===== src/design/cpuCfgPkg.sv =====
`default_nettype none

package cpuCfgPkg;

    // Datapath and register file geometry
    localparam int XLEN = 32;
    localparam int REG_IDX_W = 5;
    localparam int REG_COUNT = 1 << REG_IDX_W;

    // Data memory depth in words
    localparam int DMEM_WORDS = 256;
    localparam int DMEM_IDX_W = $clog2(DMEM_WORDS);

    typedef logic [XLEN-1:0] wordT;
    typedef logic [XLEN-1:0] addrT;       // Byte address
    typedef logic [REG_IDX_W-1:0] regIdxT;
    typedef logic [DMEM_IDX_W-1:0] dmemIdxT;

    localparam addrT RESET_PC = '0;
    localparam addrT PC_STEP = 32'd4;     // One instruction word

    // ALU operations
    typedef enum logic [2:0] {
        aluAdd = 3'd0,
        aluSub = 3'd1,
        aluAnd = 3'd2,
        aluOr  = 3'd3,
        aluSlt = 3'd4
    } aluOpT;

endpackage

`default_nettype wire


===== src/design/cpuIfs.sv =====
`timescale 1ns/1ps
`default_nettype none

// Decoded control of the instruction at pc
interface ctrlIf;
    import cpuCfgPkg::*;

    logic  regWrite;  // Held low during reset
    logic  aluSrc;    // Immediate as second operand
    logic  memWrite;
    logic  memToReg;  // Write back the loaded word
    logic  branch;
    aluOpT aluOp;
    wordT  imm;

    modport decoder (output regWrite, aluSrc, memWrite, memToReg, branch, aluOp, imm);
    modport execute (input aluSrc, aluOp, imm);
    modport memory  (input memWrite, memToReg);
    modport fetch   (input branch, imm);
    modport regs    (input regWrite);
endinterface


`default_nettype wire


===== src/design/fetchUnit.sv =====
`timescale 1ns/1ps
`default_nettype none

module fetchUnit (
    input  logic            CLK,
    input  logic            reset,
    ctrlIf.fetch            ctrl,
    input  logic            zero,
    output cpuCfgPkg::addrT pc
);
    import cpuCfgPkg::*;

    addrT seqPc;
    addrT branchTarget;
    addrT nextPc;
    logic takeBranch;

    assign seqPc = pc + PC_STEP;

    // B-type offset is already a byte offset with bit 0 clear
    assign branchTarget = pc + ctrl.imm;

    // beq taken when the subtraction came out zero
    assign takeBranch = ctrl.branch && zero;

    assign nextPc = takeBranch ? branchTarget : seqPc;

    always_ff @(posedge CLK) begin
        if (reset) begin
            pc <= RESET_PC;
        end else begin
            pc <= nextPc;
        end
    end

endmodule

`default_nettype wire


===== src/flat_wrapper.sv =====
// flat-port wrapper written by rule: the top's interface ports become plain ports
module fetchUnit_flat import cpuCfgPkg::*;
  (CLK, reset, zero, pc, ctrl_branch, ctrl_imm);
  ctrlIf ctrl_i ();
  input  logic CLK;
  input  logic reset;
  input  logic zero;
  output cpuCfgPkg::addrT pc;
  input wire logic [$bits(ctrl_i.branch)-1:0] ctrl_branch;
  input wire logic [$bits(ctrl_i.imm)-1:0] ctrl_imm;
  assign ctrl_i.branch = ctrl_branch;
  assign ctrl_i.imm = ctrl_imm;
  fetchUnit u_core (.CLK(CLK), .reset(reset), .ctrl(ctrl_i), .zero(zero), .pc(pc));
endmodule

===== config.mk =====
export PLATFORM = sky130hd
export DESIGN_NAME = fetchUnit_flat
export DESIGN_NICKNAME = d
export VERILOG_FILES = /design/src/design/cpuCfgPkg.sv /design/src/design/cpuIfs.sv /design/src/design/fetchUnit.sv /design/src/flat_wrapper.sv
export SDC_FILE = /design/constraint.sdc
export NUM_CORES = 1
export LEC_CHECK = 0
export ABC_AREA = 1
export BUFFER_PORTS_ARGS = -buffer_cell sky130_fd_sc_hd__buf_4
export CORE_MARGIN = 8
export CORE_UTILIZATION = 50
export DETAILED_ROUTE_END_ITERATION = 10
export PLACE_DENSITY_LB_ADDON = 0.1
export SYNTH_ARGS = -nofsm -noshare
export SYNTH_HDL_FRONTEND = slang
export SYNTH_SLANG_ARGS = --single-unit

===== constraint.sdc =====
create_clock -name CLK -period 2.31 [get_ports CLK]
set_clock_uncertainty 0.05 [all_clocks]
set_input_delay 0.231 -clock CLK [delete_from_list [all_inputs] [get_ports CLK]]
set_output_delay 0.231 -clock CLK [all_outputs]
set_load 0.03 [all_outputs]

==> metrics <==
Psw 959.3 uW; CTS Sinks 32; Leak 2.957 nW; die extent in y 107.9 um; Hold Fails Final Rpt 0; CP Launch Type register; flip-flop count of the largest register after layout 32; clock buffer depth 2; clk root buf clkbuf_8; count of cell types in the netlist 36; Main synth FF type dfxtp_1; number of port buffers 67; row count 33; Tot GR Track Use 0.2652; core box area 8217 sq um; RSZ-0062 raised after global routing no; asr flop ratio synth 0; setup TNS 0 ns; largest registers u_core.pc x32; H-tree lvl count 2; drt pass-1 iters 5; Synth Cell Area 4222 sq um; CTS tree done; DRT iter0 DRCs 371; Post-DRT Antenna Nets 0; critical setup path kind reg -> reg; Synth warnings 0; total number of vias 5203; top-area cell type share of the netlist area 0.2490; status finished clean; Seq/Total Area, Yosys 0.1517; largest register by flop count u_core.pc; fill count 865; Vias/cell 5.309; share of cells above drive strength 1 0.1463; Critical Path AT 2.30 ns; actual slew at the worst max-slew pin 0.6276 ns; syn_nets 852; Final period util 0.9427; maximum VDD drop 295.9 uV; Worst Path Required 2.43 ns; Cell Int Power 1.244 mW; Seq pwr share 0.290; Starting Density 0.5138; synthesis-to-layout area growth 22.20%; Final nets 944; detailed-route DRC error count 0; GPL Wtd Cong 0.9923; CTS buffer count 5; grt ovf 0; Cells after Synth 783; Antenna diodes 0; CP Capture Type register; Synth area leaders nand2_1, dfxtp_1, inv_1, ha_1, nand3_1; CP Max Fanout 5; pwr dens 427.1 nW/um^2; Final HPWL DP 12.71 mm; Avg WL per Cell 15.55 um; Worst Setup Slack, final 0.1324 ns; Min-Delay Path Class in -> reg; Clk pin slew, worst setup/hold paths 0.08 ns; Top Ports 68; DP Worst Slack 0.1075 ns; Yosys reg bits 32; Clock Latency Late Sink 0.29 ns; minimum clock period 2.178 ns; clock power share 0.231; Mean Syn Cell Area 5.392 sq um; Final setup violation count 0; Net Sw Frac 0.4354; Rel. slew slack 0.5811; Detailed Route WL 15.24 mm; Slew Viols, Final 0; global-route wire length before repair 24.35 mm; initial antenna violation count 0; Synth area leader nand2_1; Combinational Power Share 0.480; MaxCap Viol Count 0; vias in the first global route 4882; fmax 0.4592 GHz; Die ar. 11640 sq um; largest net degree at the start of global routing 29; number of flops mapped to enable cells by yosys 0; Die W 107.9 um
[synth_stat cells, types with 2 or more instances]
master,count
or2_0,2
nand2_2,4
or2_2,2
inv_1,143
nand4_1,9
xor2_1,14
o21bai_1,3
a21oi_1,46
nor2_4,3
xnor2_1,5
nand3_1,60
clkbuf_1,6
o211ai_1,2
nand2_1,280
nand3b_1,6
a31oi_1,2
dfxtp_1,32
nor3_2,3
nor2_1,78
inv_2,3
o21ai_0,18
buf_2,2
ha_1,32
nor3_1,14
nor2_2,3
[logic make-up (layout without fill, tap and decap cells)]
logic type               count (synthesis)  after routing  share of synthesized area
flip-flops                              32             32                     0.1517
XOR/XNOR                                20             20                    0.04327
AND/OR/NAND/NOR                        469            469                     0.4724
AO/OA/AOI/OAI                           74             74                    0.09366
adder cells (fa/ha/maj)                 33             33                    0.09958
buffers and inverters                  155            247                     0.1393
[routing by layer]
metal | global-route usage | vias up | part of all wire
met5 | 0 | - | 0
met2 | 0.4132 | 241 | 0.43
li1 | - | 2621 | -
met1 | 0.3466 | 2311 | 0.43
met4 | 0.08523 | 0 | 0.029
met3 | 0.06886 | 30 | 0.11
[timing repair]
item	CTS	global route
hold buffers	0	0
setup buffers	0	0
resized for setup	0	7
endpoints found under the setup margin	0	9
endpoints found under the hold margin	0	0
[power by group through the flow]
| stage | clock [mW] | sequential (mW) | combinational (mW) |
|---|---|---|---|
| 2_1_floorplan | 0 | 0.749 | 0.557 |
| 3_3_place_gp | 0 | 0.647 | 1.02 |
| 3_5_place_dp | 0 | 0.649 | 1.03 |
| 4_1_cts | 0.518 | 0.636 | 1.03 |
| 5_1_grt | 0.534 | 0.643 | 1.17 |
| 6_report | 0.508 | 0.638 | 1.06 |
[stage by stage]
step	area (sq um)	hold WS, ns	cells	total power, mW	utilization
after floorplan	4222	0.4560	783	1.307	-
after global placement	5031	0.4456	973	1.667	0.6123
after detailed placement	5031	0.4663	973	1.679	0.6123
after CTS	5127	0.2352	980	2.189	0.6240
after global routing	5159	0.2420	980	2.342	0.6278
final	5159	0.2405	980	2.203	0.6278
[final timing paths]
| kind | from | end | slack, ns | cells past startpoint |
|---|---|---|---|---|
| worst max-delay path | u_core.pc[10]$_SDFF_PP0_ | u_core.pc[30]$_SDFF_PP0_ | 0.13 | 11 |
| worst min-delay path | reset | u_core.pc[24]$_SDFF_PP0_ | 0.24 | 2 |
| worst max register to register | u_core.pc[10]$_SDFF_PP0_ | u_core.pc[30]$_SDFF_PP0_ | 0.13 | 11 |
| worst min register to register | u_core.pc[0]$_SDFFE_PP0P_ | u_core.pc[0]$_SDFFE_PP0P_ | 0.47 | 2 |
[worst max-delay path, cell delays in order, from the launching register on]
cell and delay, ns:
dfxtp_1 0.34, ha_1 0.39, nand2_1 0.12, nor2_1 0.33, and2_1 0.19, nand2_1 0.07
nand2_1 0.18, nand2_1 0.14, nand2_1 0.09, nand2_1 0.05, nand3_1 0.06, a21oi_1 0.06
[layout make-up]
class / count / area, sq um / share of cell area
tap: 105 / 131.4 / 0.02547
timing repair buffer: 94 / 718.2 / 0.1392
sequential: 32 / 641.9 / 0.1244
clock buffer: 7 / 96.34 / 0.01868
inverter: 146 / 548.0 / 0.1062
multi-input combinational: 596 / 3023 / 0.5860
[layout by cell type (no fill, tap or decap), types with 7 or more instances in the layout]
cell / synthesis / layout
o21ai_0: 18 / 18
xor2_1: 14 / 14
nand3_1: 60 / 58
dfxtp_1: 32 / 31
inv_1: 143 / 143
clkbuf_8: 0 / 7
ha_1: 32 / 31
nand2_1: 280 / 279
a21oi_1: 46 / 46
nand4_1: 9 / 9
buf_4: 1 / 93
nor2_1: 78 / 78
nor3_1: 14 / 13
(Power assumes the default switching activity.)
