`src/design/cpuCfgPkg.sv`:
```
`default_nettype none

package cpuCfgPkg;

    // Datapath and register file geometry
    localparam int XLEN = 32;
    localparam int REG_IDX_W = 5;
    localparam int REG_COUNT = 1 << REG_IDX_W;

    // Data memory depth in words
    localparam int DMEM_WORDS = 256;
    localparam int DMEM_IDX_W = $clog2(DMEM_WORDS);

    typedef logic [XLEN-1:0] wordT;
    typedef logic [XLEN-1:0] addrT;       // Byte address
    typedef logic [REG_IDX_W-1:0] regIdxT;
    typedef logic [DMEM_IDX_W-1:0] dmemIdxT;

    localparam addrT RESET_PC = '0;
    localparam addrT PC_STEP = 32'd4;     // One instruction word

    // ALU operations
    typedef enum logic [2:0] {
        aluAdd = 3'd0,
        aluSub = 3'd1,
        aluAnd = 3'd2,
        aluOr  = 3'd3,
        aluSlt = 3'd4
    } aluOpT;

endpackage

`default_nettype wire

```
`src/design/cpuIfs.sv`:
```
`timescale 1ns/1ps
`default_nettype none


// Register file read and write traffic
interface regFileIf;
    import cpuCfgPkg::*;

    regIdxT rs1;
    regIdxT rs2;
    regIdxT rd;
    wordT   rdData;
    logic   we;       // Never set for rd of zero
    wordT   rs1Data;
    wordT   rs2Data;

    modport decoder   (output rs1, rs2, rd, we);
    modport writeback (input rs2Data, output rdData);
    modport regs      (input rs1, rs2, rd, rdData, we, output rs1Data, rs2Data);
    modport execute   (input rs1Data, rs2Data);
endinterface

`default_nettype wire

```
`src/design/registerFile.sv`:
```
`timescale 1ns/1ps
`default_nettype none

module registerFile (
    input  logic   CLK,
    input  logic   reset,
    regFileIf.regs regs
);
    import cpuCfgPkg::*;

    // x0 has no storage
    wordT regArray [1:REG_COUNT-1];

    always_ff @(posedge CLK) begin
        if (reset) begin
            for (int i = 1; i < REG_COUNT; i++) begin
                regArray[i] <= '0;
            end
        end else if (regs.we) begin
            regArray[regs.rd] <= regs.rdData; // rd is nonzero whenever we is set
        end
    end

    // Combinational reads with x0 as zero
    assign regs.rs1Data = (regs.rs1 == '0) ? '0 : regArray[regs.rs1];
    assign regs.rs2Data = (regs.rs2 == '0) ? '0 : regArray[regs.rs2];

endmodule

`default_nettype wire

```
`src/flat_wrapper.sv`:
```
// flat-port wrapper written by rule: the top's interface ports become plain ports
module registerFile_flat import cpuCfgPkg::*;
  (CLK, reset, regs_rs1, regs_rs2, regs_rd, regs_rdData, regs_we, regs_rs1Data, regs_rs2Data);
  regFileIf regs_i ();
  input  logic CLK;
  input  logic reset;
  input wire logic [$bits(regs_i.rs1)-1:0] regs_rs1;
  input wire logic [$bits(regs_i.rs2)-1:0] regs_rs2;
  input wire logic [$bits(regs_i.rd)-1:0] regs_rd;
  input wire logic [$bits(regs_i.rdData)-1:0] regs_rdData;
  input wire logic [$bits(regs_i.we)-1:0] regs_we;
  output wire logic [$bits(regs_i.rs1Data)-1:0] regs_rs1Data;
  output wire logic [$bits(regs_i.rs2Data)-1:0] regs_rs2Data;
  assign regs_i.rs1 = regs_rs1;
  assign regs_i.rs2 = regs_rs2;
  assign regs_i.rd = regs_rd;
  assign regs_i.rdData = regs_rdData;
  assign regs_i.we = regs_we;
  assign regs_rs1Data = regs_i.rs1Data;
  assign regs_rs2Data = regs_i.rs2Data;
  registerFile u_core (.CLK(CLK), .reset(reset), .regs(regs_i));
endmodule
```
`config.mk`:
```
export PLATFORM = sky130hd
export DESIGN_NAME = registerFile_flat
export DESIGN_NICKNAME = d
export VERILOG_FILES = /design/src/design/cpuCfgPkg.sv /design/src/design/cpuIfs.sv /design/src/design/registerFile.sv /design/src/flat_wrapper.sv
export SDC_FILE = /design/constraint.sdc
export NUM_CORES = 2
export LEC_CHECK = 0
export BUFFER_PORTS_ARGS = -buffer_cell sky130_fd_sc_hd__buf_4
export CELL_PAD_IN_SITES_DETAIL_PLACEMENT = 0
export CELL_PAD_IN_SITES_GLOBAL_PLACEMENT = 1
export CORE_ASPECT_RATIO = 1.4
export CORE_MARGIN = 5
export CORE_UTILIZATION = 58
export CTS_BUF_LIST = sky130_fd_sc_hd__clkbuf_16
export CTS_CLUSTER_DIAMETER = 40
export DETAILED_ROUTE_END_ITERATION = 7
export PLACE_DENSITY = 0.95
export SYNTH_ARGS = -nofsm -noshare
export SYNTH_HDL_FRONTEND = slang
export SYNTH_SLANG_ARGS = --single-unit
```
`constraint.sdc`:
```
create_clock -name CLK -period 4.7 [get_ports CLK]
set_input_delay 0.705 -clock CLK [delete_from_list [all_inputs] [get_ports CLK]]
set_output_delay 0.705 -clock CLK [all_outputs]
set_load 0.01 [all_outputs]
```
==> impl_summary.txt <==
----------------------------------------------------
[Critical path]
  Cells along the critical path ... buf_8 > buf_12 > buf_4 > mux2i_1 > a22oi_1 > nand4_1 > a211oi_1 > buf_4
  Critical Path Sink Type ... output pin
  Kind of cell adding the most delay to the critical path ... buffers and inverters
  Most frequent cell on the critical path ... buf_4
  Crit Path Class ... in2out
  Highest-delay cell along the critical path ... a211oi_1
  Number of buffers and inverters on the critical path ... 4
  Critical path data arrival time ... 3.75 ns
  Largest stage delay on the critical path ... 0.83 ns
  Critical path fanouts, max ... 55
  Startpoint type of the worst setup path ... input port
  Required time reported for the critical path endpoint ... 3.99 ns

[Status]
  Outcome ... completed

[Synth]
  Yosys Warn Count ... 0
  Syn Nets ... 3840
  Distinct cells, synth ... 39
  Sequential area share after synthesis ... between 50% and 60%
  Synthesized netlist cell count ... 3790
  Average footprint of a synthesized cell ... 14.5 um2
  Number of synthesized register bits ... 1024
  Cell Area, Synth ... between 0.05 and 0.06 mm2

[Timing]
  Highest clock frequency the design can meet ... about 220 MHz
  Number of max-slew violations in the final report ... 0
  Final total negative setup slack ... 0 ns
  Worst slew margin relative to its limit ... 21.4%
  Final worst slack ... about 0.25 ns
  Final Hold Fails ... 0
  Final critical path time including I/O delays and setup ... 4.45 ns
  Slew at the pin closest to its max-slew limit ... 1.18 ns
  Setup repair after global routing missed its margin ... false
  Fin crit share ... 94.7%
  Endpoints failing setup ... 0

[Worst hold path]
  Hold depth ... 1
  Class of the tightest hold or removal check ... in2reg
  Start point of the worst hold path ... regs_rdData[3]
  Hold Path Sink ... u_core.regArray[0][3]

[Power and ir drop]
  Peak supply drop ... between 300 and 400 uV
  Sw power ... ~0.0059 W
  Sequential power share ... between 40% and 50%
  Leakage ... 21.9 nW
  Sw frac ... 25.8%
  Clock power frac ... 41.1%
  Cell-internal power ... between 0.015 and 0.02 W
  Combinational share of power ... 11.7%
  Total power per unit cell area ... 374 mW/mm2
  Post-layout total power ... 0.0229 W

[Detailed routing]
  Met2 layer wire length in the routed design ... 80900 um
  Top layer in use ... met5
  WL met3 ... approximately 21000 um
  Antenna-violating nets left ... 0
  DR iter-0 viols ... 5188
  Total length of routed wires ... 175000 um
  Vias per inst ... roughly 7
  Number of DRC violations after detailed routing ... 0
  DRT Pass-1 Iters ... 8
  Mean routed wirelength per cell ... 34.3 um
  Total routed wire length on the met1 layer ... 55600 um
  Total vias in the final route ... around 37000

[GRT]
  Combined global-route utilization of all metal layers ... between 30 and 40%
  Via count of the first global-routing pass ... 37000
  Antenna violations before repair ... 9
  GR Overflow Total ... 0
  Global-route wire length before repair ... 252000 um
  Largest net degree at the start of global routing ... 56

[Floorplan]
  Full die area ... 0.101 mm2
  Die height ... 374 um
  Initial core utilization ... 58.5%
  Die width ... 270 um
  Number of placement rows ... 133
  Total I/O pin count ... about 110
  Core box area ... approximately 0.094 mm2

[Finish]
  Proportion of layout cells with a drive suffix above 1 ... between 20% and 30%
  Biggest register ... u_core.regArray
  Largest registers ranked by flip-flop count ... u_core.regArray x1024
  Final design utilization ... 65.1%
  Area grow syn2layout ... 11.3%
  Nets@finish ... 3826
  Flip-flop count of the largest register, all copies and words added ... 1024

[Place]
  Global placement routability congestion ... 0.954
  Pre-CTS WS ... between 0.4 and 0.5 ns
  Port Buf Inserts ... ~110
  Placed wire-length estimate after detailed placement ... approximately 110000 um

[CTS]
  Maximum count of clock buffers along a single path ... 3
  Maximum level of the CTS H-tree ... 3
  Cell at the root of the clock tree ... clkbuf_16
  Sinks on Clock Net ... 1024
  Post-CTS setup buffer count ... 0
  Count of hold-fix buffers inserted at cts ... 0
  Clock tree from TritonCTS ... built
  CTS buffer count ... 119
  Post-CTS Resized ... 0
  Clock Pin Slew Worst Setup and Hold Paths ... 0.06 ns

[Flow run]
  Number of violations of the max-capacitance limit ... 0

----------------------------------------------------
[cells in the mapped netlist]
library cell / n / area, um2
edfxtp_1: 1024 / 30700
nor2_1: 38 / 143
a311oi_1: 32 / 280
mux4_2: 288 / 6490
clkbuf_2: 1 / 5.00
or4_4: 1 / 11.3
a211oi_1: 64 / 480
mux2_2: 64 / 721
o21ai_0: 45 / 225
o2111ai_1: 15 / 131
a21oi_1: 32 / 160
nand2_1: 96 / 360
mux4_1: 64 / 1680
clkbuf_1: 297 / 1110
and3_1: 1 / 6.26
buf_1: 1 / 3.75
nand2b_1: 2 / 12.5
a22oi_1: 64 / 480
or2_2: 32 / 200
nand4bb_1: 1 / 11.3
buf_2: 51 / 255
nand3_1: 1 / 5.00
nand4_1: 32 / 200
o221ai_1: 64 / 561
buf_4: 48 / 360
nor2b_1: 37 / 231
nand4b_1: 1 / 8.76
clkbuf_4: 1 / 7.51
or3_1: 2 / 12.5
nand3b_1: 4 / 30.0
or3b_2: 2 / 17.5
mux2i_1: 320 / 3200
inv_1: 2 / 7.51
or3b_1: 2 / 17.5
buf_6: 13 / 146
and2_1: 994 / 6220
o21ai_1: 4 / 20.0
a221oi_1: 49 / 429
nor3b_1: 1 / 7.51
[worst max-delay path by stage]
| stage | start | end | cells after the start |
|---|---|---|---|
| floorplan | regs_rd[0] | u_core.regArray[0][0] | 4 |
| global placement | regs_rs1[2] | regs_rs1Data[21] | 8 |
| detailed placement | regs_rs1[2] | regs_rs1Data[21] | 8 |
| CTS | regs_rs1[2] | regs_rs1Data[21] | 8 |
| global route | regs_rs1[2] | regs_rs1Data[25] | 8 |
| finish | regs_rs1[2] | regs_rs1Data[21] | 8 |
[routing by layer]
metal	up-vias	GRT usage [%]
met3	812	7.83
met1	18100	40.9
met4	4	26.6
met5	-	0
met2	3046	53.4
li1	14600	-
[cell usage in the layout, fill, tap and decap left out, drive strengths merged, types with 12 or more instances in the layout]
cell type / synthesis / routed
o221ai: 64 / 64
nor2b: 37 / 37
o21ai: 49 / 49
a211oi: 64 / 64
a21oi: 32 / 32
mux2i: 320 / 320
or2: 32 / 32
inv: 2 / 33
a311oi: 32 / 32
nor2: 38 / 38
nand4: 32 / 32
mux2: 64 / 64
and2: 994 / 994
nand2: 96 / 96
edfxtp: 1024 / 1024
clkbuf: 299 / 119
buf: 113 / 277
bufinv: 0 / 12
clkinv: 0 / 52
a221oi: 49 / 49
mux4: 352 / 352
clkinvlp: 0 / 12
o2111ai: 15 / 15
a22oi: 64 / 64
[metrics by stage]
step	hold slack [ns]	instance area (um2)	cells
final	0.391	61200	5105
after global routing	0.396	61200	5096
after CTS	0.370	61200	5096
after detailed placement	1.13	57100	4870
after global placement	1.13	57100	4870
after floorplan	0.804	55000	3790
[cell type report]
class	instances	area [um2]
inverters	2	8.76
clock buffers	119	2980
well taps	1215	1520
diodes	9	22.5
flip-flops and latches	1024	30700
multi-input cells	2352	22500
repair buffers	277	2360
clock inverters	107	1080
fillers	6378	32800
[power by group through the flow]
| stage | Combinational (W) | Sequential, W | Clock, W |
|---|---|---|---|
| 3_5_place_dp | 0.00259 | 0.0110 | 0 |
| 4_1_cts | 0.00260 | 0.0108 | 0.00942 |
| 3_3_place_gp | 0.00257 | 0.0109 | 0 |
| 6_report | 0.00267 | 0.0108 | 0.00941 |
| 5_1_grt | 0.00273 | 0.0108 | 0.00984 |
| 2_1_floorplan | 0.00159 | 0.0109 | 0 |
[cells by family (layout without fill, tap and decap cells)]
family | count (synthesis) | in the layout | share of synthesized area [%]
flops | 1024 | 1024 | 55.9
other cells | 0 | 9 | 0
compound gates | 369 | 369 | 5.03
buf+inv | 414 | 505 | 3.46
mux | 736 | 736 | 22.0
simple gates | 1247 | 1247 | 13.6
(Power assumes the default switching activity.)
