## src/design/cpuCfgPkg.sv

```systemverilog
`default_nettype none

package cpuCfgPkg;

    // Datapath and register file geometry
    localparam int XLEN = 32;
    localparam int REG_IDX_W = 5;
    localparam int REG_COUNT = 1 << REG_IDX_W;

    // Data memory depth in words
    localparam int DMEM_WORDS = 256;
    localparam int DMEM_IDX_W = $clog2(DMEM_WORDS);

    typedef logic [XLEN-1:0] wordT;
    typedef logic [XLEN-1:0] addrT;       // Byte address
    typedef logic [REG_IDX_W-1:0] regIdxT;
    typedef logic [DMEM_IDX_W-1:0] dmemIdxT;

    localparam addrT RESET_PC = '0;
    localparam addrT PC_STEP = 32'd4;     // One instruction word

    // ALU operations
    typedef enum logic [2:0] {
        aluAdd = 3'd0,
        aluSub = 3'd1,
        aluAnd = 3'd2,
        aluOr  = 3'd3,
        aluSlt = 3'd4
    } aluOpT;

endpackage

`default_nettype wire

```

## src/design/cpuIfs.sv

```systemverilog
`timescale 1ns/1ps
`default_nettype none

// Decoded control of the instruction at pc
interface ctrlIf;
    import cpuCfgPkg::*;

    logic  regWrite;  // Held low during reset
    logic  aluSrc;    // Immediate as second operand
    logic  memWrite;
    logic  memToReg;  // Write back the loaded word
    logic  branch;
    aluOpT aluOp;
    wordT  imm;

    modport decoder (output regWrite, aluSrc, memWrite, memToReg, branch, aluOp, imm);
    modport execute (input aluSrc, aluOp, imm);
    modport memory  (input memWrite, memToReg);
    modport fetch   (input branch, imm);
    modport regs    (input regWrite);
endinterface

// Register file read and write traffic
interface regFileIf;
    import cpuCfgPkg::*;

    regIdxT rs1;
    regIdxT rs2;
    regIdxT rd;
    wordT   rdData;
    logic   we;       // Never set for rd of zero
    wordT   rs1Data;
    wordT   rs2Data;

    modport decoder   (output rs1, rs2, rd, we);
    modport writeback (input rs2Data, output rdData);
    modport regs      (input rs1, rs2, rd, rdData, we, output rs1Data, rs2Data);
    modport execute   (input rs1Data, rs2Data);
endinterface

`default_nettype wire

```

## src/design/executeUnit.sv

```systemverilog
`timescale 1ns/1ps
`default_nettype none

module executeUnit (
    ctrlIf.execute          ctrl,
    regFileIf.execute       regs,
    output cpuCfgPkg::wordT aluResult,
    output logic            zero
);
    import cpuCfgPkg::*;

    wordT opA;
    wordT opB;
    logic lessThan;

    assign opA = regs.rs1Data;
    assign opB = ctrl.aluSrc ? ctrl.imm : regs.rs2Data; // Immediate or rs2

    // Signed compare for slt
    assign lessThan = $signed(opA) < $signed(opB);

    always_comb begin
        case (ctrl.aluOp)
            aluAdd:  aluResult = opA + opB;
            aluSub:  aluResult = opA - opB;
            aluAnd:  aluResult = opA & opB;
            aluOr:   aluResult = opA | opB;
            aluSlt:  aluResult = {{(XLEN-1){1'b0}}, lessThan};
            default: aluResult = opA + opB;
        endcase
    end

    // Drives the beq decision in the fetch unit
    assign zero = (aluResult == '0);

endmodule

`default_nettype wire

```

## src/flat_wrapper.sv

```systemverilog
// flat-port wrapper written by rule: the top's interface ports become plain ports
module executeUnit_flat import cpuCfgPkg::*;
  (aluResult, zero, ctrl_aluSrc, ctrl_aluOp, ctrl_imm, regs_rs1Data, regs_rs2Data);
  ctrlIf ctrl_i ();
  regFileIf regs_i ();
  output cpuCfgPkg::wordT aluResult;
  output logic zero;
  input wire logic [$bits(ctrl_i.aluSrc)-1:0] ctrl_aluSrc;
  input wire logic [$bits(ctrl_i.aluOp)-1:0] ctrl_aluOp;
  input wire logic [$bits(ctrl_i.imm)-1:0] ctrl_imm;
  input wire logic [$bits(regs_i.rs1Data)-1:0] regs_rs1Data;
  input wire logic [$bits(regs_i.rs2Data)-1:0] regs_rs2Data;
  assign ctrl_i.aluSrc = ctrl_aluSrc;
  assign ctrl_i.aluOp = ctrl_aluOp;
  assign ctrl_i.imm = ctrl_imm;
  assign regs_i.rs1Data = regs_rs1Data;
  assign regs_i.rs2Data = regs_rs2Data;
  executeUnit u_core (.ctrl(ctrl_i), .regs(regs_i), .aluResult(aluResult), .zero(zero));
endmodule
```

## config.mk

```make
export PLATFORM = sky130hd
export DESIGN_NAME = executeUnit_flat
export DESIGN_NICKNAME = d
export VERILOG_FILES = /design/src/design/cpuCfgPkg.sv /design/src/design/cpuIfs.sv /design/src/design/executeUnit.sv /design/src/flat_wrapper.sv
export SDC_FILE = /design/constraint.sdc
export NUM_CORES = 1
export LEC_CHECK = 0
export BUFFER_PORTS_ARGS = -buffer_cell sky130_fd_sc_hd__buf_2
export CORE_ASPECT_RATIO = 2
export CORE_MARGIN = 3
export CORE_UTILIZATION = 50
export DETAILED_ROUTE_END_ITERATION = 12
export PLACE_DENSITY = 0.85
export REMOVE_ABC_BUFFERS = 1
export SLEW_MARGIN = 20
export SYNTH_ARGS = -nofsm -noshare
export SYNTH_HDL_FRONTEND = slang
export SYNTH_SLANG_ARGS = --single-unit
```

## constraint.sdc

```tcl
create_clock -name vclk -period 13.07
set_clock_uncertainty 0.2 [all_clocks]
set_input_delay 0.6535 -clock vclk [all_inputs]
set_output_delay 0.6535 -clock vclk [all_outputs]
set_load 0.01 [all_outputs]
```

==> flow_metrics.env, run 1 <==
export IMPL_status="finished clean"
export IMPL_timing_final_crit_share_pct=48.7
export IMPL_worstMarginPinSlew_ns=0.858
export IMPL_p_leak_uw=0.00329
export IMPL_gp_congestion=1.05
export IMPL_die_w_um=82.3
export IMPL_vias=7101
export IMPL_syn_to_final_growth_pct=12.2
export IMPL_worstSetupEndpointType="primary output"
export IMPL_antenna_left=0
export IMPL_p_per_area_nw_per_um2=58.0
export IMPL_die_area_um2=13100
export IMPL_via_per_inst=6.50
export IMPL_synth_area_leaders="ha_1 22%, mux2i_1 7.2%, inv_1 6.5%"
export IMPL_ctsResizeCount=0
export IMPL_drc=0
export IMPL_crit_chain="buf_2 > buf_12 > mux2i_1 > inv_1 > ha_1 > fa_1 > o21bai_1 > a221oi_1 > buf_4 > nor3_2 > o211ai_2 > a2111oi_4 > nor3_1 > o21a_1 > or4b_1 > nor4_2 > nand4b_1 > nor4bb_1 > buf_2"
export IMPL_total_power_uw=379
export IMPL_whs_path_depth=6
export IMPL_seqCellArea_um2=0
export IMPL_synth_cell_types=86
export IMPL_crit_path_top_delay_cell="or4b_1"
export IMPL_hpwl_um=17400
export IMPL_finalSetupTns_ns=0
export IMPL_holdWs_ns=1.74
export IMPL_detail_route_wl_per_cell_um=20.0
export IMPL_nets=1159
export IMPL_fmax_mhz=157
export IMPL_synthCells=861
export IMPL_hold_violations=0
export IMPL_hp_start="regs_rs1Data[6]"
export IMPL_grtUsageTotal_pct=32.8
export IMPL_peakVddDrop_v=0.0000282
export IMPL_holdPathEnd="aluResult[6]"
export IMPL_clock_buffers=0
export IMPL_rsz0062_at_grt="no"
export IMPL_first_iter_violations=584
export IMPL_critPathRequiredTime_ns=12.22
export IMPL_fin_util_pct=57.6
export IMPL_antenna_found_initial=0
export IMPL_max_slew_margin_pct=42.7
export IMPL_grt_pass1_wl_um=33500
export IMPL_setup_viol=0
export IMPL_seq_cells=0
export IMPL_core_area_um2=11400
export IMPL_synth_top_area_share_pct=22.3
export IMPL_io_pins=133
export IMPL_cp_max_fo=17
export IMPL_grt_pass1_vias=7004
export IMPL_drv_cap=0
export IMPL_cpPeakStageDelay_ns=0.51
export IMPL_drive_gt1_share_pct=17.9
export IMPL_drt_pass1_iter_count=5
export IMPL_n_antenna_cell=0
export IMPL_num_rows=55
export IMPL_timing_critical_path_mode_cell="buf_2"
export IMPL_yosysWarnings=0
export IMPL_wl_um=21800
export IMPL_yosys_area_top_type="ha_1"
export IMPL_finalCriticalPeriod_ns=6.37
export IMPL_port_buffers=133
export IMPL_post_cts_buffers=0
export IMPL_dpl_cell_area_um2=6520
export IMPL_critPathLaunchType="primary input"
export IMPL_arrival_ns=5.51
export IMPL_holdBufCountCts=0
export IMPL_critical_path_class="primary input to primary output"
export IMPL_avgSynthCellArea_um2=6.76
export IMPL_hold_class="primary input to primary output"
export IMPL_yosysSeqAreaShare_pct=0
export IMPL_fill_cells=1150
export IMPL_synth_most_common_cell="ha_1"
export IMPL_start_util_pct=51.3
export IMPL_die_y_um=159
export IMPL_worst_path_buf_inv=5
export IMPL_slew_viol_final=0
export IMPL_postLayoutCellArea_um2=6540
export IMPL_crit_family="simple AND/OR/NAND/NOR gates"
export IMPL_grt_overflow_total=0
export IMPL_synth_area_um2=5820
export IMPL_synth_common_cells="104 x ha_1, 101 x inv_1, 70 x a21oi_1"
export IMPL_grt_max_degree=61
worst max path at each step:
| stage | start | endpoint | slack [ns] | cells past startpoint |
|---|---|---|---|---|
| floorplan | ctrl_aluSrc | zero | 7.92 | 13 |
| global placement | ctrl_aluSrc | zero | 6.56 | 18 |
| detailed placement | ctrl_aluSrc | zero | 6.50 | 18 |
| CTS | ctrl_aluSrc | zero | 6.47 | 18 |
| global route | ctrl_aluSrc | zero | 6.26 | 19 |
| finish | ctrl_aluSrc | zero | 6.70 | 19 |
area by class of cell:
| type | instances | area [um2] | area share (%) |
|---|---|---|---|
| Inverter | 106 | 398 | 6.09 |
| Multi-Input combinational cell | 705 | 5230 | 80.0 |
| Tap cell | 142 | 178 | 2.72 |
| Timing Repair Buffer | 140 | 731 | 11.2 |
power by group:
| part | internal [uW] | switching (uW) | leakage [uW] |
|---|---|---|---|
| logic | 142 | 237 | 0.00329 |
| registers | 0 | 0 | 0 |
| clock network | 0 | 0 | 0 |
tightest hold or removal path: stages:
cell	delay [ns]
buf_2	0.11
inv_1	0.05
ha_1	0.13
a211oi_1	0.07
nand2b_1	0.13
buf_2	0.13
stage by stage:
| stage | setup slack, ns | std cells |
|---|---|---|
| floorplan | 7.92 | 811 |
| global placement | 6.56 | 1092 |
| detailed placement | 6.50 | 1092 |
| CTS | 6.47 | 1092 |
| global route | 6.26 | 1093 |
| finish | 6.70 | 1093 |
cells by family after synthesis:
family	share of synthesized area, %
compound gates	35.7
simple gates	21.3
buf+inv	10.4
fa+ha+maj	23.0
mux	7.41
xor+xnor	2.26
placed cells by master, fill, tap and decap left out, types with 9 or more instances in the layout:
cell type | netlist | layout
nand2b_1 | 11 | 11
a21o_1 | 18 | 18
o21ai_0 | 46 | 46
o21a_1 | 12 | 12
nand2_1 | 45 | 45
o22ai_1 | 9 | 9
nor2b_1 | 18 | 18
xnor2_1 | 11 | 11
a31oi_1 | 12 | 12
a21oi_1 | 70 | 70
mux2i_1 | 42 | 42
a211oi_1 | 13 | 13
nor3_1 | 25 | 25
ha_1 | 104 | 104
buf_2 | 5 | 133
nor2_1 | 69 | 67
inv_1 | 101 | 101
o21bai_1 | 14 | 14
nand3_1 | 20 | 20
o211ai_1 | 18 | 18
routing by layer:
layer / vias up / global-route usage, % / part of all wire (%)
met5: - / 0 / 0
met4: 0 / 24.6 / 9.2
met1: 3249 / 31.9 / 33
li1: 3309 / - / -
met2: 390 / 60.2 / 52
met3: 153 / 4.19 / 6.2
Power figures use the tool's default switching activity.
==> run 2: changes to the inputs <==
Clock period 13.07 ns to 6 ns, I/O delays scaled along.
==> run 2 against run 1 <==
Design area decreased by 0.15%. Largest power group unchanged. Combinational power is 120% higher. Non-clock buffer count increased by 1.
==> flow_metrics.env, run 2 (synthesis gave the netlist of run 1 again) <==
export IMPL_crit_family="simple AND/OR/NAND/NOR gates"
export IMPL_grt_overflow_total=0
export IMPL_worst_path_buf_inv=3
export IMPL_max_slew_margin_pct=29.9
export IMPL_critPathLaunchType="primary input"
export IMPL_hpwl_um=17600
export IMPL_io_pins=133
export IMPL_crit_chain="buf_2 > mux2i_1 > inv_1 > ha_1 > fa_1 > o21bai_1 > a221oi_1 > nor3_2 > o211ai_2 > a2111oi_4 > nor3_1 > o21a_1 > or4b_1 > nor4_2 > nand4b_1 > nor4bb_1 > buf_2"
export IMPL_hold_class="primary input to primary output"
export IMPL_grt_pass1_vias=6903
export IMPL_slew_viol_final=0
export IMPL_fill_cells=1136
export IMPL_die_y_um=159
export IMPL_cpPeakStageDelay_ns=0.51
export IMPL_grt_max_degree=37
export IMPL_via_per_inst=6.52
export IMPL_antenna_found_initial=0
export IMPL_core_area_um2=11400
export IMPL_p_leak_uw=0.00329
export IMPL_syn_to_final_growth_pct=12.1
export IMPL_start_util_pct=51.3
export IMPL_drive_gt1_share_pct=18.0
export IMPL_finalSetupTns_ns=0
export IMPL_peakVddDrop_v=0.0000592
export IMPL_wl_um=21400
export IMPL_crit_path_top_delay_cell="or4b_1"
export IMPL_final_cell_mix="133 x buf_2, 104 x ha_1, 101 x inv_1, 70 x a21oi_1, 67 x nor2_1"
export IMPL_gp_congestion=1.05
export IMPL_critPathRequiredTime_ns=5.50
export IMPL_antenna_left=0
export IMPL_worstMarginPinSlew_ns=1.05
export IMPL_final_common_cell="buf_2"
export IMPL_num_rows=55
export IMPL_drt_pass1_iter_count=6
export IMPL_n_antenna_cell=0
export IMPL_critical_path_class="primary input to primary output"
export IMPL_p_per_area_nw_per_um2=126
export IMPL_port_buffers=133
export IMPL_status="finished clean"
export IMPL_nets=1160
export IMPL_holdBufCountCts=0
export IMPL_cp_max_fo=17
export IMPL_rsz0062_at_grt="no"
export IMPL_fin_util_pct=57.5
export IMPL_clock_buffers=0
export IMPL_vias=7138
export IMPL_post_cts_buffers=0
export IMPL_wl_met1_um=6780
export IMPL_top_layer="met4"
export IMPL_timing_critical_path_mode_cell="buf_2"
export IMPL_ctsResizeCount=0
export IMPL_die_area_um2=13100
export IMPL_seqCellArea_um2=0
export IMPL_detail_route_wl_per_cell_um=19.6
export IMPL_grtUsageTotal_pct=31.8
export IMPL_timing_final_crit_share_pct=91.8
export IMPL_drv_cap=0
export IMPL_setup_viol=0
export IMPL_worstSetupEndpointType="primary output"
export IMPL_die_w_um=82.3
export IMPL_arrival_ns=5.01
export IMPL_dr_wl_met3_um=1540
export IMPL_wl_met2_um=10900
export IMPL_hold_violations=0
export IMPL_seq_cells=0
export IMPL_fmax_mhz=181
export IMPL_drc=0
export IMPL_first_iter_violations=532
export IMPL_grt_pass1_wl_um=32700
export IMPL_finalCriticalPeriod_ns=5.51
[run 2: cell count changes in the layout (fill, tap and decap cells not counted), sizes merged]
cell / previous run / this run
buf: 140 / 141
[run 2: final timing paths]
check                       start      endpoint  slack (ns)  cells past startpoint
setup / recovery      ctrl_aluSrc          zero        0.49                     17
hold / removal    regs_rs1Data[6]  aluResult[6]        1.04                      6
[run 2: through the flow]
step	worst slack, ns	cells	total power [uW]	instance area, um2	hold WS [ns]
after floorplan	1.55	811	529	5620	0.597
after global placement	0.613	1094	793	6530	1.04
after detailed placement	0.512	1094	796	6530	1.05
after CTS	0.505	1094	801	6530	1.05
after global routing	0.141	1094	885	6530	1.08
final	0.489	1094	819	6530	1.04
[run 2: layout make-up]
| cell class | instances | area (um2) | area share [%] |
|---|---|---|---|
| timing repair buffer | 141 | 726 | 11.1 |
| tap | 142 | 178 | 2.72 |
| inverter | 106 | 398 | 6.10 |
| multi-input combinational | 705 | 5230 | 80.1 |
[run 2: tightest hold or removal path, delay by kind of cell]
kind,cells,cell delay (ns)
AND/OR/NAND/NOR,1,0.13
AO/OA/AOI/OAI,1,0.08
buffers and inverters,3,0.30
adder cells (fa/ha/maj),1,0.14
[run 2: power by group]
group	total, uW	leakage, uW	switching, uW	internal [uW]
logic	819	0.00329	510	310
clock network	0	0	0	0
registers	0	0	0	0
[run 2: per-layer routing]
layer	global-route usage, %	vias to the layer above
met5	0	-
met4	28.1	0
met3	3.96	166
met2	58.3	429
met1	29.1	3229
li1	-	3314
