--- src/design/cpuCfgPkg.sv ---
`default_nettype none

package cpuCfgPkg;

    // Datapath and register file geometry
    localparam int XLEN = 32;
    localparam int REG_IDX_W = 5;
    localparam int REG_COUNT = 1 << REG_IDX_W;

    // Data memory depth in words
    localparam int DMEM_WORDS = 256;
    localparam int DMEM_IDX_W = $clog2(DMEM_WORDS);

    typedef logic [XLEN-1:0] wordT;
    typedef logic [XLEN-1:0] addrT;       // Byte address
    typedef logic [REG_IDX_W-1:0] regIdxT;
    typedef logic [DMEM_IDX_W-1:0] dmemIdxT;

    localparam addrT RESET_PC = '0;
    localparam addrT PC_STEP = 32'd4;     // One instruction word

    // ALU operations
    typedef enum logic [2:0] {
        aluAdd = 3'd0,
        aluSub = 3'd1,
        aluAnd = 3'd2,
        aluOr  = 3'd3,
        aluSlt = 3'd4
    } aluOpT;

endpackage

`default_nettype wire

--- src/design/rvIsaPkg.sv ---
`default_nettype none

package rvIsaPkg;

    typedef logic [31:0] instT;

    // Instruction field types
    typedef logic [6:0] opcodeT;
    typedef logic [2:0] funct3T;
    typedef logic [6:0] funct7T;

    // Major opcodes of the supported subset
    localparam opcodeT OP_REG    = 7'b0110011; // add sub and or slt
    localparam opcodeT OP_IMM    = 7'b0010011; // addi andi ori
    localparam opcodeT OP_LOAD   = 7'b0000011;
    localparam opcodeT OP_STORE  = 7'b0100011;
    localparam opcodeT OP_BRANCH = 7'b1100011;

    // funct3 values for register and immediate arithmetic
    localparam funct3T F3_ADD = 3'b000;
    localparam funct3T F3_SLT = 3'b010;
    localparam funct3T F3_OR  = 3'b110;
    localparam funct3T F3_AND = 3'b111;

    // Word access and equality branch
    localparam funct3T F3_LW_SW = 3'b010;
    localparam funct3T F3_BEQ   = 3'b000;

    // Selects sub over add for OP_REG
    localparam funct7T F7_SUB = 7'b0100000;

endpackage

`default_nettype wire

--- src/design/cpuIfs.sv ---
`timescale 1ns/1ps
`default_nettype none

// Decoded control of the instruction at pc
interface ctrlIf;
    import cpuCfgPkg::*;

    logic  regWrite;  // Held low during reset
    logic  aluSrc;    // Immediate as second operand
    logic  memWrite;
    logic  memToReg;  // Write back the loaded word
    logic  branch;
    aluOpT aluOp;
    wordT  imm;

    modport decoder (output regWrite, aluSrc, memWrite, memToReg, branch, aluOp, imm);
    modport execute (input aluSrc, aluOp, imm);
    modport memory  (input memWrite, memToReg);
    modport fetch   (input branch, imm);
    modport regs    (input regWrite);
endinterface

// Register file read and write traffic
interface regFileIf;
    import cpuCfgPkg::*;

    regIdxT rs1;
    regIdxT rs2;
    regIdxT rd;
    wordT   rdData;
    logic   we;       // Never set for rd of zero
    wordT   rs1Data;
    wordT   rs2Data;

    modport decoder   (output rs1, rs2, rd, we);
    modport writeback (input rs2Data, output rdData);
    modport regs      (input rs1, rs2, rd, rdData, we, output rs1Data, rs2Data);
    modport execute   (input rs1Data, rs2Data);
endinterface

`default_nettype wire

--- src/design/controlDecoder.sv ---
`timescale 1ns/1ps
`default_nettype none

module controlDecoder (
    input  logic           reset,
    input  rvIsaPkg::instT inst,
    ctrlIf.decoder         ctrl,
    regFileIf.decoder      regs
);
    import cpuCfgPkg::*;
    import rvIsaPkg::*;

    opcodeT opcode;
    funct3T funct3;
    funct7T funct7;
    wordT   immI;
    wordT   immS;
    wordT   immB;
    aluOpT  arithOp;
    logic   writeReq;

    assign opcode = inst[6:0];
    assign funct3 = inst[14:12];
    assign funct7 = inst[31:25];

    // Sign-extended immediates
    assign immI = {{20{inst[31]}}, inst[31:20]};
    assign immS = {{20{inst[31]}}, inst[31:25], inst[11:7]};
    assign immB = {{19{inst[31]}}, inst[31], inst[7], inst[30:25], inst[11:8], 1'b0};

    // Arithmetic selection; sub only exists in the register form
    always_comb begin
        case (funct3)
            F3_ADD:  arithOp = (opcode == OP_REG && funct7 == F7_SUB) ? aluSub : aluAdd;
            F3_SLT:  arithOp = aluSlt;
            F3_OR:   arithOp = aluOr;
            F3_AND:  arithOp = aluAnd;
            default: arithOp = aluAdd;
        endcase
    end

    always_comb begin
        writeReq      = 1'b0;
        ctrl.aluSrc   = 1'b0;
        ctrl.memWrite = 1'b0;
        ctrl.memToReg = 1'b0;
        ctrl.branch   = 1'b0;
        ctrl.aluOp    = aluAdd;
        ctrl.imm      = '0;

        case (opcode)
            OP_REG: begin
                writeReq   = 1'b1;
                ctrl.aluOp = arithOp;
            end
            OP_IMM: begin
                writeReq    = 1'b1;
                ctrl.aluSrc = 1'b1;
                ctrl.aluOp  = arithOp;
                ctrl.imm    = immI;
            end
            OP_LOAD: begin
                writeReq      = (funct3 == F3_LW_SW);
                ctrl.aluSrc   = 1'b1;
                ctrl.memToReg = 1'b1;
                ctrl.imm      = immI; // Address is rs1 plus offset
            end
            OP_STORE: begin
                ctrl.aluSrc   = 1'b1;
                ctrl.memWrite = (funct3 == F3_LW_SW);
                ctrl.imm      = immS;
            end
            OP_BRANCH: begin
                ctrl.branch = (funct3 == F3_BEQ);
                ctrl.aluOp  = aluSub; // Equality via zero flag
                ctrl.imm    = immB;
            end
            default: begin
            end
        endcase

        // No side effects while held in reset
        if (reset) begin
            writeReq      = 1'b0;
            ctrl.memWrite = 1'b0;
        end
    end

    assign ctrl.regWrite = writeReq;

    assign regs.rs1 = inst[19:15];
    assign regs.rs2 = inst[24:20];
    assign regs.rd  = inst[11:7];

    // Writes to x0 are dropped here so the trace only shows real writes
    assign regs.we = ctrl.regWrite && (regs.rd != '0);

endmodule

`default_nettype wire

--- src/flat_wrapper.sv ---
// flat-port wrapper written by rule: the top's interface ports become plain ports
module controlDecoder_flat import cpuCfgPkg::*; import rvIsaPkg::*;
  (reset, inst, ctrl_regWrite, ctrl_aluSrc, ctrl_memWrite, ctrl_memToReg, ctrl_branch, ctrl_aluOp, ctrl_imm, regs_rs1, regs_rs2, regs_rd, regs_we);
  ctrlIf ctrl_i ();
  regFileIf regs_i ();
  input  logic reset;
  input  rvIsaPkg::instT inst;
  output wire logic [$bits(ctrl_i.regWrite)-1:0] ctrl_regWrite;
  output wire logic [$bits(ctrl_i.aluSrc)-1:0] ctrl_aluSrc;
  output wire logic [$bits(ctrl_i.memWrite)-1:0] ctrl_memWrite;
  output wire logic [$bits(ctrl_i.memToReg)-1:0] ctrl_memToReg;
  output wire logic [$bits(ctrl_i.branch)-1:0] ctrl_branch;
  output wire logic [$bits(ctrl_i.aluOp)-1:0] ctrl_aluOp;
  output wire logic [$bits(ctrl_i.imm)-1:0] ctrl_imm;
  output wire logic [$bits(regs_i.rs1)-1:0] regs_rs1;
  output wire logic [$bits(regs_i.rs2)-1:0] regs_rs2;
  output wire logic [$bits(regs_i.rd)-1:0] regs_rd;
  output wire logic [$bits(regs_i.we)-1:0] regs_we;
  assign ctrl_regWrite = ctrl_i.regWrite;
  assign ctrl_aluSrc = ctrl_i.aluSrc;
  assign ctrl_memWrite = ctrl_i.memWrite;
  assign ctrl_memToReg = ctrl_i.memToReg;
  assign ctrl_branch = ctrl_i.branch;
  assign ctrl_aluOp = ctrl_i.aluOp;
  assign ctrl_imm = ctrl_i.imm;
  assign regs_rs1 = regs_i.rs1;
  assign regs_rs2 = regs_i.rs2;
  assign regs_rd = regs_i.rd;
  assign regs_we = regs_i.we;
  controlDecoder u_core (.reset(reset), .inst(inst), .ctrl(ctrl_i), .regs(regs_i));
endmodule
--- config.mk ---
export PLATFORM = sky130hd
export DESIGN_NAME = controlDecoder_flat
export DESIGN_NICKNAME = d
export VERILOG_FILES = /design/src/design/cpuCfgPkg.sv /design/src/design/rvIsaPkg.sv /design/src/design/cpuIfs.sv /design/src/design/controlDecoder.sv /design/src/flat_wrapper.sv
export SDC_FILE = /design/constraint.sdc
export NUM_CORES = 1
export LEC_CHECK = 0
export BUFFER_PORTS_ARGS = -buffer_cell sky130_fd_sc_hd__buf_2
export CAP_MARGIN = 20
export CORE_UTILIZATION = 34
export DETAILED_ROUTE_END_ITERATION = 8
export GPL_ROUTABILITY_DRIVEN = 0
export GPL_TIMING_DRIVEN = 0
export PLACE_DENSITY = 0.95
export SETUP_SLACK_MARGIN = 0.2
export SLEW_MARGIN = 0
export SYNTH_ARGS = -nofsm -noshare
export SYNTH_HDL_FRONTEND = slang
export SYNTH_SLANG_ARGS = --single-unit
--- constraint.sdc ---
create_clock -name vclk -period 5.8
set_input_delay 1.74 -clock vclk [all_inputs]
set_output_delay 1.74 -clock vclk [all_outputs]
set_load 0.005 [all_outputs]
==> metrics.log, run 1 <==
[metrics] first-pass GRT wire length: about 2.6 mm
[metrics] Chip Width: 44.1 µm
[metrics] worst max-slew margin expressed relative to the limit: 70.8%
[metrics] Critical Setup Path Class: in -> out
[metrics] measured slew at the worst slew-check pin: about 0.44 ns
[metrics] detailed placement HPWL: about 1.7 mm
[metrics] Post-DRT Antenna Nets: 0
[metrics] clock network power share: 0%
[metrics] count of different cell masters after synthesis: 27
[metrics] most common cell after layout, fill and taps aside: sky130_fd_sc_hd__buf_2
[metrics] Max Slew Vio Count: 0
[metrics] hold path startpoint: inst[16]
[metrics] number of global-route vias before repair: ~650
[metrics] Area growth syn-to-layout: 72.6%
[metrics] CTS Hold Bufs: 0
[metrics] share of total power in sequential cells: 0%
[metrics] cells resized by post-CTS repair: 0
[metrics] floorplan die area: 0.00195 mm²
[metrics] fraction of final layout cells with drive strength greater than 1: 76.4%
[metrics] Hold Violations, Final: 0
[metrics] worst setup path startpoint: inst[2]
[metrics] DRT Wirelength: about 1.9 mm
[metrics] effective utilization at floorplan: 38.3%
[metrics] Setup violations, final: 0
[metrics] area of the mapped netlist: 603 µm²
[metrics] final critical path time including I/O delays and setup: roughly 4.8 ns
[metrics] # clk buffers: 0
[metrics] setup repair after global routing missed its margin: false
[metrics] number of flip-flops and latches: 0
[metrics] cell area after layout: 0.00104 mm²
[metrics] Achievable Freq: 207 MHz
[metrics] sum of negative setup slack: 0 ns
[metrics] count of inserted antenna diode cells: 0
[metrics] post-route DRC violation count: 1
[metrics] vias post-DR: 824
[metrics] cell-internal power: 23.9 µW
[metrics] area of all sequential standard cells: 0 µm²
[metrics] row cnt: 14
[metrics] proportion of power drawn by combinational gates: 100.0%
[metrics] switching share of total power: 41.8%
[metrics] Total Nets Final: 200
[metrics] final hold slack: ~3.6 ns
[metrics] Core Area: roughly 0.0016 mm²
[metrics] vertical die dimension: between 40 and 50 µm
[metrics] failing checks: design-rule violations
[metrics] initial antenna violation count: 0
[metrics] I/O pins: 89
[metrics] total power divided by cell area: 39.5 mW/mm²
[metrics] Syn. warnings: 0
[metrics] post-place instance area: 0.00103 mm²
[metrics] switching component of the power: 17.2 µW
[metrics] total global routing overflow: 0
[metrics] number of detailed-route iterations in the first pass: 8
[metrics] class of the most critical hold timing path: in -> out
[metrics] reported leakage power: slightly below 0.0007 µW
[metrics] Syn Nets: roughly 120
[metrics] endpoint required time on the critical path: 4.06 ns
[metrics] # Max-Cap Violations: 0
[metrics] First DRT Iteration DRCs: 17
[metrics] worst endpoint data arrival time: 3.09 ns
[metrics] share of the cycle needed by the critical path after routing: 83.2%
[metrics] overall track demand over capacity in global routing: 16.8%
[metrics] largest net degree at the start of global routing: 21
[metrics] post-synthesis sequential area ratio: 0%
[metrics] IO Port Bufs: between 80 and 90
[metrics] detail-routed net length per standard cell: 10.2 µm
[metrics] largest fanout of any net on the critical path: 17
[metrics] cell count after synthesis: 82
[metrics] mean cell area of the mapped netlist: 7.35 µm²
[metrics] highest-count cells in the layout ignoring fill and taps: sky130_fd_sc_hd__buf_2, sky130_fd_sc_hd__buf_4, sky130_fd_sc_hd__nor2b_1
[metrics] run status: complete, but fails checks
[metrics] via density per instance: between 4 and 5
[metrics] worst-case vdd ir drop: 28.1 µV
[metrics] kind of end point of the critical path: output pin
[metrics] startpoint class of the critical path: input pin
[metrics] Setup Buffers After CTS: 0
-- worst paths after layout --
kind | slack, ns | to | cells after the start
max | 0.97 | ctrl_imm[28] | 7
min | 3.65 | regs_rs1[1] | 2
-- power by group through the flow --
| stage | clock, µW | combinational [µW] | sequential, µW |
|---|---|---|---|
| after global routing | 0 | 44.9 | 0 |
| after CTS | 0 | 41.3 | 0 |
| final | 0 | 41.1 | 0 |
| after global placement | 0 | 40.2 | 0 |
| after detailed placement | 0 | 41.2 | 0 |
| after floorplan | 0 | 20.1 | 0 |
-- final cells by class --
class                           instances  area, µm²
Buffer                                 36        265
Inverter                                2       7.51
Tap cell                               16       20.0
Multi-Input combinational cell         44        330
Timing Repair Buffer                   83        418
Fill cell                             140        536
-- metal layers --
| layer | part of all wire (%) | track usage [%] |
|---|---|---|
| met2 | 51 | 35.0 |
| met3 | 9.2 | 1.22 |
| met5 | 0 | 0 |
| met1 | 40 | 19.1 |
| met4 | 0 | 0 |
-- cell families (layout without fill, tap and decap cells) --
kind of cell	count (synthesis)	count (layout)	synth area share, %
AOI/OAI and AO/OA	11	11	14.5
and+or+nand+nor	33	33	40.3
buffers and inverters	38	121	45.2
-- Yosys cell counts --
library cell,count,area share (%)
sky130_fd_sc_hd__buf_4,34,42
sky130_fd_sc_hd__nor2b_1,8,8.3
sky130_fd_sc_hd__nor2_1,6,3.7
sky130_fd_sc_hd__a22o_1,4,5.8
sky130_fd_sc_hd__nand2_1,3,1.9
sky130_fd_sc_hd__a31oi_1,2,2.1
sky130_fd_sc_hd__buf_2,2,1.7
sky130_fd_sc_hd__nand3_1,2,1.7
sky130_fd_sc_hd__nor3_2,2,3.3
sky130_fd_sc_hd__nor4b_1,2,2.9
sky130_fd_sc_hd__a211oi_1,1,1.2
sky130_fd_sc_hd__a221oi_1,1,1.5
sky130_fd_sc_hd__a32o_1,1,1.7
sky130_fd_sc_hd__and3_1,1,1.0
sky130_fd_sc_hd__and3b_1,1,1.5
sky130_fd_sc_hd__and4bb_2,1,2.1
sky130_fd_sc_hd__inv_1,1,0.62
sky130_fd_sc_hd__inv_2,1,0.62
sky130_fd_sc_hd__nand4bb_4,1,4.6
sky130_fd_sc_hd__nor3_1,1,0.83
sky130_fd_sc_hd__nor3_4,1,2.7
sky130_fd_sc_hd__nor4_1,1,1.0
sky130_fd_sc_hd__nor4b_2,1,2.5
sky130_fd_sc_hd__o21ai_1,1,0.83
sky130_fd_sc_hd__o2bb2ai_1,1,1.5
sky130_fd_sc_hd__or3_1,1,1.0
sky130_fd_sc_hd__or4_1,1,1.2
-- worst max-delay path, stage by stage --
cell                       delay (ns)
sky130_fd_sc_hd__buf_2           0.10
sky130_fd_sc_hd__and4bb_2        0.30
sky130_fd_sc_hd__o21ai_1         0.17
sky130_fd_sc_hd__nor2b_1         0.29
sky130_fd_sc_hd__buf_4           0.26
sky130_fd_sc_hd__buf_4           0.13
sky130_fd_sc_hd__buf_2           0.10
-- per-stage QoR --
stage / cells / power, µW / setup slack [ns] / utilization, %
after floorplan: 82 / 20.1 / 0.880 / -
after global placement: 180 / 40.2 / 0.591 / 65.6
after detailed placement: 180 / 41.2 / 0.470 / 65.6
after CTS: 180 / 41.3 / 0.465 / 65.6
after global routing: 181 / 44.9 / 0.869 / 66.0
final: 181 / 41.1 / 0.975 / 66.0
No activity file was read; power rests on OpenSTA's default activity.
==> inputs of run 2 (changes only) <==
ABC_AREA = 1   (was default)
CORE_UTILIZATION = 29   (was 34)
PLACE_DENSITY = 0.88   (was 0.95)
clock period = 4.4 ns   (was 5.8 ns; I/O delays follow)
==> metrics.log, run 2 <==
[metrics] I/O pins: 89
[metrics] vertical die dimension: roughly 49 µm
[metrics] Post-DRT Antenna Nets: 0
[metrics] kind of end point of the critical path: output pin
[metrics] # clk buffers: 0
[metrics] measured slew at the worst slew-check pin: 0.383 ns
[metrics] count of inserted antenna diode cells: 0
[metrics] Max Slew Vio Count: 0
[metrics] count of different cell masters after synthesis: 16
[metrics] CTS Hold Bufs: 0
[metrics] DRT Wirelength: 1.76 mm
[metrics] largest net degree at the start of global routing: 21
[metrics] via density per instance: 3.98
[metrics] share of the cycle needed by the critical path after routing: 89.1%
[metrics] effective utilization at floorplan: 31.6%
[metrics] Syn. warnings: 0
[metrics] Hold Crit Endpoint: regs_rs1[2]
[metrics] multi-input gate area in the final layout: around 330 µm²
[metrics] top cells by count, synth: sky130_fd_sc_hd__buf_4, sky130_fd_sc_hd__nand2_1, sky130_fd_sc_hd__nor2_1
[metrics] mean cell area of the mapped netlist: 5.28 µm²
[metrics] Hold Violations, Final: 0
[metrics] worst max-slew margin expressed relative to the limit: 74.4%
[metrics] First DRT Iteration DRCs: 9
[metrics] IO Port Bufs: 84
[metrics] number of global-route vias before repair: 685
[metrics] depth of the worst hold-timing path: 2
[metrics] initial antenna violation count: 0
[metrics] proportion of power drawn by combinational gates: 100.0%
[metrics] total global routing overflow: 0
[metrics] library cell with the highest instance count after synthesis: sky130_fd_sc_hd__buf_4
[metrics] most common cell after layout, fill and taps aside: sky130_fd_sc_hd__buf_2
[metrics] final core utilization: between 50 and 60%
[metrics] Critical Setup Path Class: in -> out
[metrics] cell-internal power: 30.7 µW
[metrics] post-place instance area: about 0.0011 mm²
[metrics] clock network power share: 0%
[metrics] post-route DRC violation count: 0
[metrics] total power divided by cell area: just over 50 mW/mm²
[metrics] switching component of the power: 24.7 µW
[metrics] post-synthesis cell type with the largest combined area: sky130_fd_sc_hd__buf_4
[metrics] area share of the largest cell type after synthesis: 39.9%
[metrics] startpoint class of the critical path: input pin
[metrics] run status: finished, final reports clean
[metrics] endpoint required time on the critical path: 3.08 ns
[metrics] area of all sequential standard cells: 0 µm²
[metrics] # Max-Cap Violations: 0
[metrics] largest cells by area after synthesis: sky130_fd_sc_hd__buf_4, sky130_fd_sc_hd__nand2_1, sky130_fd_sc_hd__nor2_1
[metrics] class of the most critical hold timing path: in -> out
[metrics] Area growth syn-to-layout: 72.2%
[metrics] final critical path time including I/O delays and setup: 3.92 ns
[metrics] post-synthesis sequential area ratio: 0%
[metrics] fraction of final layout cells with drive strength greater than 1: between 60% and 70%
[metrics] cell area after layout: 0.00110 mm²
[metrics] vias post-DR: 923
[metrics] row cnt: 16
[metrics] worst endpoint data arrival time: 2.60 ns
[metrics] largest fanout of any net on the critical path: 20
[metrics] area of the mapped netlist: ~640 µm²
[metrics] post-layout total power: 55.4 µW
[metrics] number of flip-flops and latches: 0
[metrics] worst-case vdd ir drop: around 28 µV
[metrics] Chip Width: 49.0 µm
[metrics] detail-routed net length per standard cell: 7.57 µm
[metrics] reported leakage power: 0.000809 µW
[metrics] overall track demand over capacity in global routing: a little over an eighth
[metrics] Total Nets Final: 240
[metrics] switching share of total power: 44.6%
[metrics] Setup Buffers After CTS: 0
[metrics] number of detailed-route iterations in the first pass: 3
[metrics] number of fill cells in the layout: 235
[metrics] detailed placement HPWL: between 1.5 and 2 mm
[metrics] Achievable Freq: 255 MHz
[metrics] share of total power in sequential cells: 0%
[metrics] Setup violations, final: 0
[metrics] hold path startpoint: inst[17]
[metrics] Syn Nets: 154
[metrics] highest-count cells in the layout ignoring fill and taps: sky130_fd_sc_hd__buf_2, sky130_fd_sc_hd__buf_4, sky130_fd_sc_hd__nand2_1
[metrics] floorplan die area: 0.00240 mm²
[metrics] first-pass GRT wire length: 2.74 mm
[metrics] setup repair after global routing missed its margin: false
[metrics] Core Area: 0.00202 mm²
[metrics] cell count after synthesis: 121
-- run 2: cell types whose count changed in the layout (fill, tap and decap cells not counted), moves of 2 or more --
cell / previous run / this run
sky130_fd_sc_hd__inv_1: 1 / 14
sky130_fd_sc_hd__nor2b_1: 8 / 0
sky130_fd_sc_hd__nor2_4: 0 / 4
sky130_fd_sc_hd__nor3_1: 1 / 3
sky130_fd_sc_hd__nand2_1: 3 / 32
sky130_fd_sc_hd__nor3_2: 2 / 0
sky130_fd_sc_hd__a31oi_1: 2 / 0
sky130_fd_sc_hd__a22o_1: 4 / 0
sky130_fd_sc_hd__nand2_2: 0 / 2
sky130_fd_sc_hd__nor2_1: 6 / 19
sky130_fd_sc_hd__nand3_1: 2 / 5
sky130_fd_sc_hd__nor4b_1: 2 / 0
-- run 2: cell families after synthesis --
family                 after synthesis  synth area share (%)
and+or+nand+nor                     69                  48.7
buffers and inverters               50                  49.5
AOI/OAI and AO/OA                    2                  1.76
-- run 2: worst max-delay path, stage by stage --
cell,delay [ns]
sky130_fd_sc_hd__buf_2,0.10
sky130_fd_sc_hd__nor2_1,0.09
sky130_fd_sc_hd__nand3_1,0.15
sky130_fd_sc_hd__nor2_4,0.23
sky130_fd_sc_hd__nor2_4,0.10
sky130_fd_sc_hd__nor2_4,0.32
sky130_fd_sc_hd__buf_4,0.17
sky130_fd_sc_hd__buf_2,0.10
-- run 2: stage by stage --
stage	setup slack, ns	setup TNS (ns)	instances	hold WS, ns
3_3_place_gp	-0.0605	-1.11	232	2.81
4_1_cts	0.215	0	232	2.81
5_1_grt	0.333	0	232	2.81
2_1_floorplan	0.357	0	121	2.68
6_report	0.480	0	232	2.80
3_5_place_dp	-0.105	-1.97	232	2.81
-- run 2: timing repair --
action / CTS / global route
gates resized for setup: 1 / 1
pin swaps: 0 / 0
setup endpoints to repair: 20 / 20
-- run 2: worst max-delay path by stage --
stage / from / endpoint / slack (ns) / depth (start not counted)
final: inst[3] / ctrl_imm[25] / 0.48 / 8
after CTS: inst[3] / ctrl_imm[28] / 0.22 / 8
after global placement: inst[3] / ctrl_imm[14] / -0.06 / 8
after detailed placement: inst[3] / ctrl_imm[28] / -0.11 / 8
after global routing: inst[3] / ctrl_imm[16] / 0.33 / 8
after floorplan: inst[3] / ctrl_imm[13] / 0.36 / 6
-- run 2: cell type report --
type	instances	share of cell area, %
well taps	27	3.07
repair buffers	84	38.2
inverters	16	5.57
plain buffers	34	23.2
multi-input cells	71	30.0
-- run 2: metal layers --
metal	track usage, %	up-vias	part of all wire (%)	wire length [µm]
li1	-	501	-	-
met1	16.9	361	44	777
met3	2.49	0	12	203
met5	0	-	0	0
met2	24.8	61	44	775
met4	0	0	0	0
-- run 2: power by group through the flow --
| stage | combinational, µW | sequential (µW) | clock [µW] |
|---|---|---|---|
| detailed placement | 55.4 | 0 | 0 |
| global route | 61.3 | 0 | 0 |
| global placement | 54.5 | 0 | 0 |
| finish | 55.4 | 0 | 0 |
| floorplan | 26.9 | 0 | 0 |
| CTS | 55.7 | 0 | 0 |
